<file path="config.mk">
export PLATFORM = sky130hd
export DESIGN_NAME = nonogram_solver_top
export DESIGN_NICKNAME = d
export VERILOG_FILES = /design/src/design/nonogram_pkg.sv /design/src/design/line_job_if.sv /design/src/design/line_result_if.sv /design/src/design/option_dispatcher.sv /design/src/design/line_filter.sv /design/src/design/board_merger.sv /design/src/design/nonogram_solver_top.sv
export SDC_FILE = /design/constraint.sdc
export NUM_CORES = 1
export LEC_CHECK = 0
export ABC_CLOCK_PERIOD_IN_PS = 7700
export BUFFER_PORTS_ARGS = -buffer_cell sky130_fd_sc_hd__buf_2
export CAP_MARGIN = 10
export CORE_MARGIN = 3
export CORE_UTILIZATION = 60
export DETAILED_ROUTE_END_ITERATION = 10
export HOLD_SLACK_MARGIN = 0.03
export PLACE_DENSITY = 0.74
export SYNTH_ARGS = -nofsm -noshare
export SYNTH_HDL_FRONTEND = slang
export SYNTH_SLANG_ARGS = --single-unit
</file>
<file path="constraint.sdc">
create_clock -name clk -period 7.7 [get_ports clk]
set_input_delay 0.385 -clock clk [delete_from_list [all_inputs] [get_ports clk]]
set_output_delay 0.385 -clock clk [all_outputs]
set_load 0.02 [all_outputs]
</file>
<file path="src/design/nonogram_pkg.sv">
`default_nettype none

package nonogram_pkg;

    localparam int BOARD_SIZE    = 4;  // default board side
    localparam int NUM_LANES_DEF = 3;  // default number of line filters
    localparam int SIZE_MAX      = 8;  // widest line a word can carry
    localparam int WORD_W        = 12; // flag + 11 payload bits

    typedef logic [$clog2(2*SIZE_MAX)-1:0] line_ind_t; // rows first, then columns
    typedef logic [6:0] option_cnt_t;

    // header view: which line, and how many options follow
    typedef struct packed {
        logic        flag;     // 1 for a header
        line_ind_t   line_ind;
        option_cnt_t count;
    } header_fields_t;

    // option view: bit i is cell i of the line
    typedef struct packed {
        logic                          flag; // 0 for an option
        logic [WORD_W-SIZE_MAX-2:0]    pad;
        logic [SIZE_MAX-1:0]           bits;
    } option_fields_t;

    // one queue word, decoded by its flag bit
    typedef union packed {
        header_fields_t hdr;
        option_fields_t opt;
    } queue_word_t;

    // flat board position of cell pos on a line
    // columns sit above the rows and are transposed
    function automatic int cell_idx(input int size, input line_ind_t line, input int pos);
        if (int'(line) < size) begin
            return int'(line) * size + pos;      // row
        end
        return pos * size + (int'(line) - size); // column
    endfunction

endpackage

`default_nettype wire

</file>
<file path="src/design/line_job_if.sv">
`timescale 1ns/10ps
`default_nettype none

// dispatcher to filter, one word per four-phase cycle
interface line_job_if;
    import nonogram_pkg::*;

    logic        req;
    logic        ack;
    queue_word_t word;
    logic        busy; // filter owns a line, header seen, summary not yet handed over

    modport master (
        output req,
        output word,
        input  ack,
        input  busy
    );

    modport slave (
        input  req,
        input  word,
        output ack,
        output busy
    );

endinterface

`default_nettype wire

</file>
<file path="src/design/line_result_if.sv">
`timescale 1ns/10ps
`default_nettype none

// filter to merger: survivors, then the line summary with last set
interface line_result_if;
    import nonogram_pkg::*;

    logic                req;
    logic                ack;
    queue_word_t         word;        // survivor, or new header when last
    logic                last;
    logic [SIZE_MAX-1:0] known_mask;  // forced cells of the line
    logic [SIZE_MAX-1:0] assign_bits; // their values

    modport master (
        output req,
        output word,
        output last,
        output known_mask,
        output assign_bits,
        input  ack
    );

    modport slave (
        input  req,
        input  word,
        input  last,
        input  known_mask,
        input  assign_bits,
        output ack
    );

endinterface

`default_nettype wire

</file>
<file path="src/design/option_dispatcher.sv">
`timescale 1ns/10ps
`default_nettype none

module option_dispatcher #(
    parameter int NUM_LANES = 3
) (
    input  logic                     clk,
    input  logic                     rst,
    input  logic                     in_req,
    output logic                     in_ack,
    input  nonogram_pkg::queue_word_t in_word,
    line_job_if.master               jobs [NUM_LANES]
);
    import nonogram_pkg::*;

    localparam int LW = (NUM_LANES > 1) ? $clog2(NUM_LANES) : 1;

    logic [NUM_LANES-1:0] busy_v;
    logic [NUM_LANES-1:0] ack_v;
    logic [LW-1:0]        free_lane; // lowest idle filter
    logic                 free_ok;
    logic [LW-1:0]        lane_sel;  // lane that owns the current line
    logic                 lane_req;
    logic                 active;    // a word is in flight on either side
    logic                 take;
    option_cnt_t          owed;      // options still due to lane_sel
    queue_word_t          buf_word;

    for (genvar g = 0; g < NUM_LANES; g++) begin : g_lane
        assign busy_v[g]    = jobs[g].busy;
        assign ack_v[g]     = jobs[g].ack;
        assign jobs[g].req  = lane_req && (lane_sel == LW'(g));
        assign jobs[g].word = buf_word;
    end

    always_comb begin
        free_ok   = 1'b0;
        free_lane = '0;
        for (int i = NUM_LANES - 1; i >= 0; i--) begin // downward so lowest wins
            if (!busy_v[i]) begin
                free_ok   = 1'b1;
                free_lane = LW'(i);
            end
        end
    end

    // a header waits for a free lane, an option goes straight to its owner
    assign take = !active && in_req && (!in_word.hdr.flag || free_ok);

    always_ff @(posedge clk) begin
        if (rst) begin
            active   <= 1'b0;
            in_ack   <= 1'b0;
            lane_req <= 1'b0;
            lane_sel <= '0;
            owed     <= '0;
        end else if (take) begin
            active   <= 1'b1;
            in_ack   <= 1'b1;          // ack one cycle after in_req
            lane_req <= 1'b1;
            buf_word <= in_word;
            if (in_word.hdr.flag) begin
                lane_sel <= free_lane; // new line, new owner
                owed     <= in_word.hdr.count;
            end else begin
                owed <= owed - 1'b1;
            end
        end else if (active) begin
            if (in_ack && !in_req) in_ack <= 1'b0;
            if (lane_req && ack_v[lane_sel]) lane_req <= 1'b0;
            // done once both four-phase cycles are back to zero
            if (!in_ack && !lane_req && !ack_v[lane_sel]) active <= 1'b0;
        end
    end

    // the feeder must not send more options than the header promised
    a_no_stray_option: assert property (@(posedge clk) disable iff (rst)
        (!active && in_req && !in_word.hdr.flag) |-> (owed != '0));

endmodule

`default_nettype wire

</file>
<file path="src/design/line_filter.sv">
`timescale 1ns/10ps
`default_nettype none

module line_filter #(
    parameter int SIZE = 4
) (
    input  logic                 clk,
    input  logic                 rst,
    line_job_if.slave            job,
    line_result_if.master        res,
    input  logic [SIZE*SIZE-1:0] board_known,
    input  logic [SIZE*SIZE-1:0] board_assigned
);
    import nonogram_pkg::*;

    localparam logic [2:0] ST_IDLE  = 3'd0; // waiting for a job word
    localparam logic [2:0] ST_CHECK = 3'd1; // register the contradiction check
    localparam logic [2:0] ST_EVAL  = 3'd2; // forward or drop
    localparam logic [2:0] ST_SUM   = 3'd3; // emit the header with summary
    localparam logic [2:0] ST_RES   = 3'd4; // result four-phase in progress

    logic [2:0]      state;
    queue_word_t     job_w;
    line_ind_t       line_r;
    option_cnt_t     cnt_r;   // count from the header
    option_cnt_t     left;    // options not yet received
    option_cnt_t     surv;    // survivors so far
    logic [SIZE-1:0] always1;
    logic [SIZE-1:0] always0;
    logic [SIZE-1:0] line_known;
    logic [SIZE-1:0] line_assigned;
    logic [SIZE-1:0] opt_bits;
    logic            keep;

    // pull the current line out of the board, columns transposed
    always_comb begin
        line_known    = '0;
        line_assigned = '0;
        for (int i = 0; i < SIZE; i++) begin
            line_known[i]    = board_known[cell_idx(SIZE, line_r, i)];
            line_assigned[i] = board_assigned[cell_idx(SIZE, line_r, i)];
        end
    end

    assign opt_bits = job_w.opt.bits[SIZE-1:0];

    always_ff @(posedge clk) begin
        if (rst) begin
            state    <= ST_IDLE;
            job.ack  <= 1'b0;
            job.busy <= 1'b0;
            res.req  <= 1'b0;
            res.last <= 1'b0;
        end else begin
            if (job.ack && !job.req) job.ack <= 1'b0;
            case (state)
                ST_IDLE: if (job.req && !job.ack) begin
                    job.ack <= 1'b1;
                    job_w   <= job.word;
                    if (job.word.hdr.flag) begin
                        job.busy <= 1'b1;
                        line_r   <= job.word.hdr.line_ind;
                        cnt_r    <= job.word.hdr.count;
                        left     <= job.word.hdr.count;
                        surv     <= '0;
                        always1  <= '1;
                        always0  <= '1;
                        state    <= (job.word.hdr.count == '0) ? ST_SUM : ST_IDLE;
                    end else begin
                        left  <= left - 1'b1;
                        state <= ST_CHECK;
                    end
                end
                ST_CHECK: begin
                    // contradiction: differs from a known cell
                    keep  <= ~|((opt_bits ^ line_assigned) & line_known);
                    state <= ST_EVAL;
                end
                ST_EVAL: if (keep) begin
                    res.req  <= 1'b1;
                    res.last <= 1'b0;
                    res.word <= job_w;
                    always1  <= always1 & opt_bits;
                    always0  <= always0 & ~opt_bits;
                    surv     <= surv + 1'b1;
                    state    <= ST_RES;
                end else begin
                    state <= (left == '0) ? ST_SUM : ST_IDLE; // dropped silently
                end
                ST_SUM: begin
                    res.req     <= 1'b1;
                    res.last    <= 1'b1;
                    res.word.hdr <= '{flag: 1'b1, line_ind: line_r, count: surv};
                    // no survivors means nothing can be forced
                    res.known_mask  <= (surv == '0) ? '0 : SIZE_MAX'(always1 | always0);
                    res.assign_bits <= SIZE_MAX'(always1);
                    state       <= ST_RES;
                end
                ST_RES: if (res.req && res.ack) begin
                    res.req <= 1'b0;
                end else if (!res.req && !res.ack) begin
                    if (res.last) begin
                        job.busy <= 1'b0; // summary handed over, lane free
                        state    <= ST_IDLE;
                    end else begin
                        state <= (left == '0) ? ST_SUM : ST_IDLE;
                    end
                end
                default: state <= ST_IDLE;
            endcase
        end
    end

    a_surv_le_count: assert property (@(posedge clk) disable iff (rst)
        (state != ST_IDLE || job.busy) |-> (surv <= cnt_r));

endmodule

`default_nettype wire

</file>
<file path="src/design/board_merger.sv">
`timescale 1ns/10ps
`default_nettype none

module board_merger #(
    parameter int SIZE      = 4,
    parameter int NUM_LANES = 3
) (
    input  logic                      clk,
    input  logic                      rst,
    line_result_if.slave              results [NUM_LANES],
    output logic                      out_req,
    input  logic                      out_ack,
    output nonogram_pkg::queue_word_t out_word,
    output logic [SIZE*SIZE-1:0]      known,
    output logic [SIZE*SIZE-1:0]      assigned,
    output logic                      solved
);
    import nonogram_pkg::*;

    localparam int LW = (NUM_LANES > 1) ? $clog2(NUM_LANES) : 1;

    localparam logic [1:0] M_IDLE  = 2'd0;
    localparam logic [1:0] M_OUT   = 2'd1; // out_req up, waiting for out_ack
    localparam logic [1:0] M_DRAIN = 2'd2; // waiting for out_ack to fall
    localparam logic [1:0] M_ACK   = 2'd3; // lane ack up, waiting for lane req to fall

    logic [1:0]           state;
    logic                 locked;  // stay on one lane until its header passes
    logic [LW-1:0]        sel;
    logic [LW-1:0]        pick;
    logic                 any_req;
    logic                 lane_ack;
    logic                 w_last;
    logic [SIZE_MAX-1:0]  w_km;
    logic [SIZE_MAX-1:0]  w_ab;
    logic                 apply;
    logic [SIZE-1:0]      conflict;
    logic [NUM_LANES-1:0] req_v;
    logic [NUM_LANES-1:0] last_v;
    queue_word_t          word_v [NUM_LANES];
    logic [SIZE_MAX-1:0]  km_v   [NUM_LANES];
    logic [SIZE_MAX-1:0]  ab_v   [NUM_LANES];

    for (genvar g = 0; g < NUM_LANES; g++) begin : g_lane
        assign req_v[g]       = results[g].req;
        assign last_v[g]      = results[g].last;
        assign word_v[g]      = results[g].word;
        assign km_v[g]        = results[g].known_mask;
        assign ab_v[g]        = results[g].assign_bits;
        assign results[g].ack = lane_ack && (sel == LW'(g));
    end

    always_comb begin
        pick    = sel;
        any_req = req_v[sel];
        if (!locked) begin
            any_req = |req_v;
            pick    = '0;
            for (int i = NUM_LANES - 1; i >= 0; i--) begin
                if (req_v[i]) pick = LW'(i); // lowest requester
            end
        end
    end

    // board write happens on the edge that acks the header
    assign apply = (state == M_DRAIN) && !out_ack && w_last;

    always_comb begin
        conflict = '0;
        for (int i = 0; i < SIZE; i++) begin
            conflict[i] = w_km[i] && known[cell_idx(SIZE, out_word.hdr.line_ind, i)]
                && (assigned[cell_idx(SIZE, out_word.hdr.line_ind, i)] != w_ab[i]);
        end
    end

    always_ff @(posedge clk) begin
        if (rst) begin
            state    <= M_IDLE;
            locked   <= 1'b0;
            sel      <= '0;
            out_req  <= 1'b0;
            lane_ack <= 1'b0;
            known    <= '0;
            assigned <= '0;
            solved   <= 1'b0;
        end else begin
            solved <= &known; // known never clears, so this sticks
            case (state)
                M_IDLE: if (any_req) begin
                    sel      <= pick;
                    locked   <= 1'b1;
                    out_word <= word_v[pick];
                    w_last   <= last_v[pick];
                    w_km     <= km_v[pick];
                    w_ab     <= ab_v[pick];
                    out_req  <= 1'b1;
                    state    <= M_OUT;
                end
                M_OUT: if (out_ack) begin
                    out_req <= 1'b0;
                    state   <= M_DRAIN;
                end
                M_DRAIN: if (!out_ack) begin
                    lane_ack <= 1'b1; // only now release the lane word
                    state    <= M_ACK;
                    if (apply) begin
                        locked <= 1'b0;
                        for (int i = 0; i < SIZE; i++) begin
                            if (w_km[i]) begin
                                known[cell_idx(SIZE, out_word.hdr.line_ind, i)]    <= 1'b1;
                                assigned[cell_idx(SIZE, out_word.hdr.line_ind, i)] <= w_ab[i];
                            end
                        end
                    end
                end
                default: if (!req_v[sel]) begin // M_ACK
                    lane_ack <= 1'b0;
                    state    <= M_IDLE;
                end
            endcase
        end
    end

    // a filter summary must agree with what the board already holds
    a_no_overwrite: assert property (@(posedge clk) disable iff (rst)
        apply |-> (conflict == '0));

endmodule

`default_nettype wire

</file>
<file path="src/design/nonogram_solver_top.sv">
`timescale 1ns/10ps
`default_nettype none

module nonogram_solver_top #(
    parameter int SIZE      = nonogram_pkg::BOARD_SIZE,
    parameter int NUM_LANES = nonogram_pkg::NUM_LANES_DEF
) (
    input  logic                      clk,
    input  logic                      rst,
    input  logic                      in_req,
    output logic                      in_ack,
    input  nonogram_pkg::queue_word_t in_word,
    output logic                      out_req,
    input  logic                      out_ack,
    output nonogram_pkg::queue_word_t out_word,
    output logic [SIZE*SIZE-1:0]      known,
    output logic [SIZE*SIZE-1:0]      assigned,
    output logic                      solved
);

    line_job_if    jobs    [NUM_LANES] ();
    line_result_if results [NUM_LANES] ();

    option_dispatcher #(
        .NUM_LANES(NUM_LANES)
    ) u_option_dispatcher (
        .clk     (clk),
        .rst     (rst),
        .in_req  (in_req),
        .in_ack  (in_ack),
        .in_word (in_word),
        .jobs    (jobs)
    );

    // filters all read the same board, each owns one line at a time
    for (genvar g = 0; g < NUM_LANES; g++) begin : g_filter
        line_filter #(
            .SIZE(SIZE)
        ) u_line_filter (
            .clk            (clk),
            .rst            (rst),
            .job            (jobs[g]),
            .res            (results[g]),
            .board_known    (known),
            .board_assigned (assigned)
        );
    end

    board_merger #(
        .SIZE      (SIZE),
        .NUM_LANES (NUM_LANES)
    ) u_board_merger (
        .clk      (clk),
        .rst      (rst),
        .results  (results),
        .out_req  (out_req),
        .out_ack  (out_ack),
        .out_word (out_word),
        .known    (known),
        .assigned (assigned),
        .solved   (solved)
    );

endmodule

`default_nettype wire

</file>
==> flow_summary.ini <==
[worst_setup_path]
path_class = register to register
critPathTopFamily = compound AO/OA/AOI/OAI gates
cp.depth = 10
cp-start-kind = register
cp_slowest_stage_delay_ps = 820
path_cells = inv_1, ha_1, or2_1, nand2_2, o21ai_1, o22a_1, a221oi_1, nor2b_1, o31a_1, a2111oi_2
cp_slowest_cell = ha_1
rrSetupSlack_ps = 3630
cp_num_buf_inv = 1
cp-end-kind = register
crit_required_ps = 7990
worstPathArrival_ps = 4370
r2r_cells = 10
crit_fanout = 24
rr_endpoint = g_filter[1].u_line_filter.keep$_DFFE_PP_
reg2reg_from = g_filter[1].u_line_filter.line_r[2]$_DFFE_PP_

[hold_path]
min-delay-start = in_word[11]
whs_path_depth = 1
hp-class = input pin to register
worstHoldEndpoint = u_option_dispatcher.jobs[0].word[11]$_DFFE_PP_

[logic_synthesis]
ys_warn_count = 0
synth_fp_nets = 1957
ys_async_sr_fraction_pct = 0
ys_types = 90
avgSynthCellArea_sq_um = 8.99
synth-edff-count = 210
syn_inst = 1921
seq_area_frac_synth_pct = 44.2
syn-cell-area_sq_um = 17300
ys_ff_latch = 276
ys.flop_type = edfxtp_1

[route]
via_per_inst = 6.84
drt-met1-wl_um = 22000
routed-wl-met2_um = 25800
first_pass_iters = 6
initialDrtViolationCount = 2507
wl_um = 57300
dr.max_layer_used = met4
vias = 15800
antenna_left = 0
routedWlPerCell_um = 24.8
met3_length_um = 6310
drcViolationCount = 0

[timing]
fmax_mhz = 245
worst_pin_slew_ps = 1170
hold_ws_ps = 46.7
fin_tns_setup_ps = 0
rsz0062_at_grt = false
setup_viol = 0
skew_ps = 20.3
drv_slew = 0
max-slew-margin-rel_pct = 22.0
min_period_over_period_pct = 52.9
period_needed_ps = 4070
hold_viol = 0
worst_slack_ps = 3630

[grt]
grt_antenna_before_repair = 0
grt_pass1_wl_um = 86900
grt_max_degree = 64
grt_overflow = 0
grt_pass1_vias = 14900
grtUsageTotal_pct = 36.3

[clocking]
cts_tree = yes
clockRootBuffer = clkbuf_16
numCtsBuffers = 29
clock-sinks = 276
clk_pin_slew_ps = 60
post_cts_buffers = 0
htree_levels = 1
insertion_delay_ps = 570
clock_path_buffers = 3

[place]
place.gp.congestion = 1.02
place_ws_ps = 3780
postPlaceCellArea_sq_um = 17600
hpwl_um = 38200
port_buffers = 62

[finish]
most-common-layout-cells = edfxtp_1 (210), nand2_1 (206), nor2_1 (183), o21ai_0 (177), a21oi_1 (153)
diodes = 0
n_fill_cell = 2315
syn_to_final_growth_pct = 8.77
num-nets-final = 1944
layout_commonest_cell = edfxtp_1
drive_gt1_share_pct = 11.5
final_area_sq_um = 18800

[power]
powerDensity_nw_per_um2 = 193
p_leak_uw = 0.00676
vdd_drop_max_uv = 251

[die]
fp-row-count = 61
die_h_um = 176
dieWidth_um = 176
ios = 63
start_util_pct = 61.5
core_sq_um = 28100
die_area_sq_um = 30800

[outcome]
outcome = finished clean

[flow_run]
max_cap_violations = 0
[state kept, by name, summed over array words and instances, names as in the netlist, 4 cells and up]
name,cells
g_filter.u_line_filter.left,21
g_filter.u_line_filter.always0,12
u_board_merger.known,16
g_filter.u_line_filter.always1,12
u_option_dispatcher.jobs.word,12
g_filter.u_line_filter.surv,21
g_filter.u_line_filter.res.assign_bits,12
u_board_merger.w_ab,4
u_board_merger.out_word,12
g_filter.u_line_filter.res.known_mask,12
u_board_merger.w_km,4
g_filter.u_line_filter.line_r,12
g_filter.u_line_filter.state,9
g_filter.u_line_filter.res.word,36
u_board_merger.assigned,16
g_filter.u_line_filter.job_w,36
[metal layers]
layer	vias to the layer above	GRT usage, %
li1	7061	-
met1	7444	48.1
met2	1050	57.2
met3	239	6.87
met4	0	18.2
met5	-	0
[timing repair]
| action | CTS | global route |
|---|---|---|
| hold buffers | 11 | 0 |
| gates resized for setup | 0 | 0 |
| endpoints found under the hold margin | 11 | 0 |
[kinds of logic after synthesis]
group,share of synthesized area [%]
AO/OA/AOI/OAI,23.1
buffers and inverters,5.37
multiplexers,6.41
AND/OR/NAND/NOR,17.5
XOR/XNOR,2.03
flip-flops,44.2
adder cells (fa/ha/maj),1.45
[cell type report]
type	instances	area, sq um	area share (%)
well taps	378	473	2.52
inverters	65	244	1.30
multi-input cells	1432	8750	46.6
flip-flops and latches	276	7630	40.6
clock inverters	20	273	1.45
clock buffers	34	754	4.02
repair buffers	104	653	3.48
[power breakdown]
part | switching [uW] | leakage [uW] | total [uW] | internal (uW)
Clock | 604 | 0.000507 | 1510 | 907
Sequential | 60.0 | 0.00241 | 1690 | 1630
Combinational | 277 | 0.00384 | 414 | 137
Total | 941 | 0.00676 | 3620 | 2680
[cells in the mapped netlist, types with 7 or more instances]
| cell type | n | area (sq um) |
|---|---|---|
| nand2b_1 | 23 | 144 |
| a2bb2oi_1 | 18 | 158 |
| o211ai_1 | 7 | 52.6 |
| buf_4 | 9 | 67.6 |
| a22oi_1 | 17 | 128 |
| nand3_1 | 32 | 160 |
| a31oi_1 | 11 | 68.8 |
| a311oi_1 | 7 | 61.3 |
| o21ai_0 | 178 | 891 |
| or2_2 | 9 | 56.3 |
| a221oi_1 | 14 | 123 |
| a21oi_1 | 154 | 771 |
| dfxtp_1 | 66 | 1320 |
| o21a_1 | 19 | 143 |
| xnor2_1 | 18 | 158 |
| nor4_1 | 10 | 62.6 |
| o22ai_1 | 32 | 200 |
| buf_2 | 44 | 220 |
| and2_1 | 11 | 68.8 |
| a21o_1 | 11 | 82.6 |
| nand2_1 | 206 | 773 |
| nor3b_1 | 11 | 82.6 |
| o221ai_1 | 17 | 149 |
| o32ai_1 | 8 | 70.1 |
| nand4_1 | 7 | 43.8 |
| clkbuf_1 | 84 | 315 |
| a22o_1 | 8 | 70.1 |
| o21bai_1 | 10 | 75.1 |
| mux2_2 | 33 | 372 |
| nor3_1 | 64 | 320 |
| ha_1 | 20 | 250 |
| o31ai_1 | 9 | 67.6 |
| mux2i_1 | 69 | 691 |
| xor2_1 | 22 | 193 |
| nand3b_1 | 12 | 90.1 |
| and3_1 | 14 | 87.6 |
| nor2_1 | 185 | 694 |
| or3_1 | 10 | 62.6 |
| nor2b_1 | 28 | 175 |
| o21ai_1 | 22 | 110 |
| edfxtp_1 | 210 | 6310 |
| a211oi_1 | 13 | 97.6 |
| inv_1 | 61 | 229 |
[per-stage QoR]
step,std cells,utilization (%),power (uW)
global placement,2243,62.8,2110
global route,2309,66.9,3720
floorplan,1921,-,1990
CTS,2308,66.8,3610
detailed placement,2243,62.8,2120
finish,2309,66.9,3620
[worst max path at each step]
stage               slack (ps)                                     startpoint                                                  to
floorplan                 4670      u_option_dispatcher.lane_req$_SDFFE_PP0P_  g_filter[0].u_line_filter.always0[0]$_SDFFCE_PP1P_
global placement          3750  g_filter[0].u_line_filter.line_r[2]$_DFFE_PP_            g_filter[0].u_line_filter.keep$_DFFE_PP_
detailed placement        3780  g_filter[1].u_line_filter.line_r[2]$_DFFE_PP_            g_filter[1].u_line_filter.keep$_DFFE_PP_
CTS                       3710  g_filter[1].u_line_filter.line_r[2]$_DFFE_PP_            g_filter[1].u_line_filter.keep$_DFFE_PP_
global route              3430  g_filter[1].u_line_filter.line_r[2]$_DFFE_PP_            g_filter[1].u_line_filter.keep$_DFFE_PP_
finish                    3630  g_filter[1].u_line_filter.line_r[2]$_DFFE_PP_            g_filter[1].u_line_filter.keep$_DFFE_PP_
Note: power is estimated with default switching activity, not from simulation.
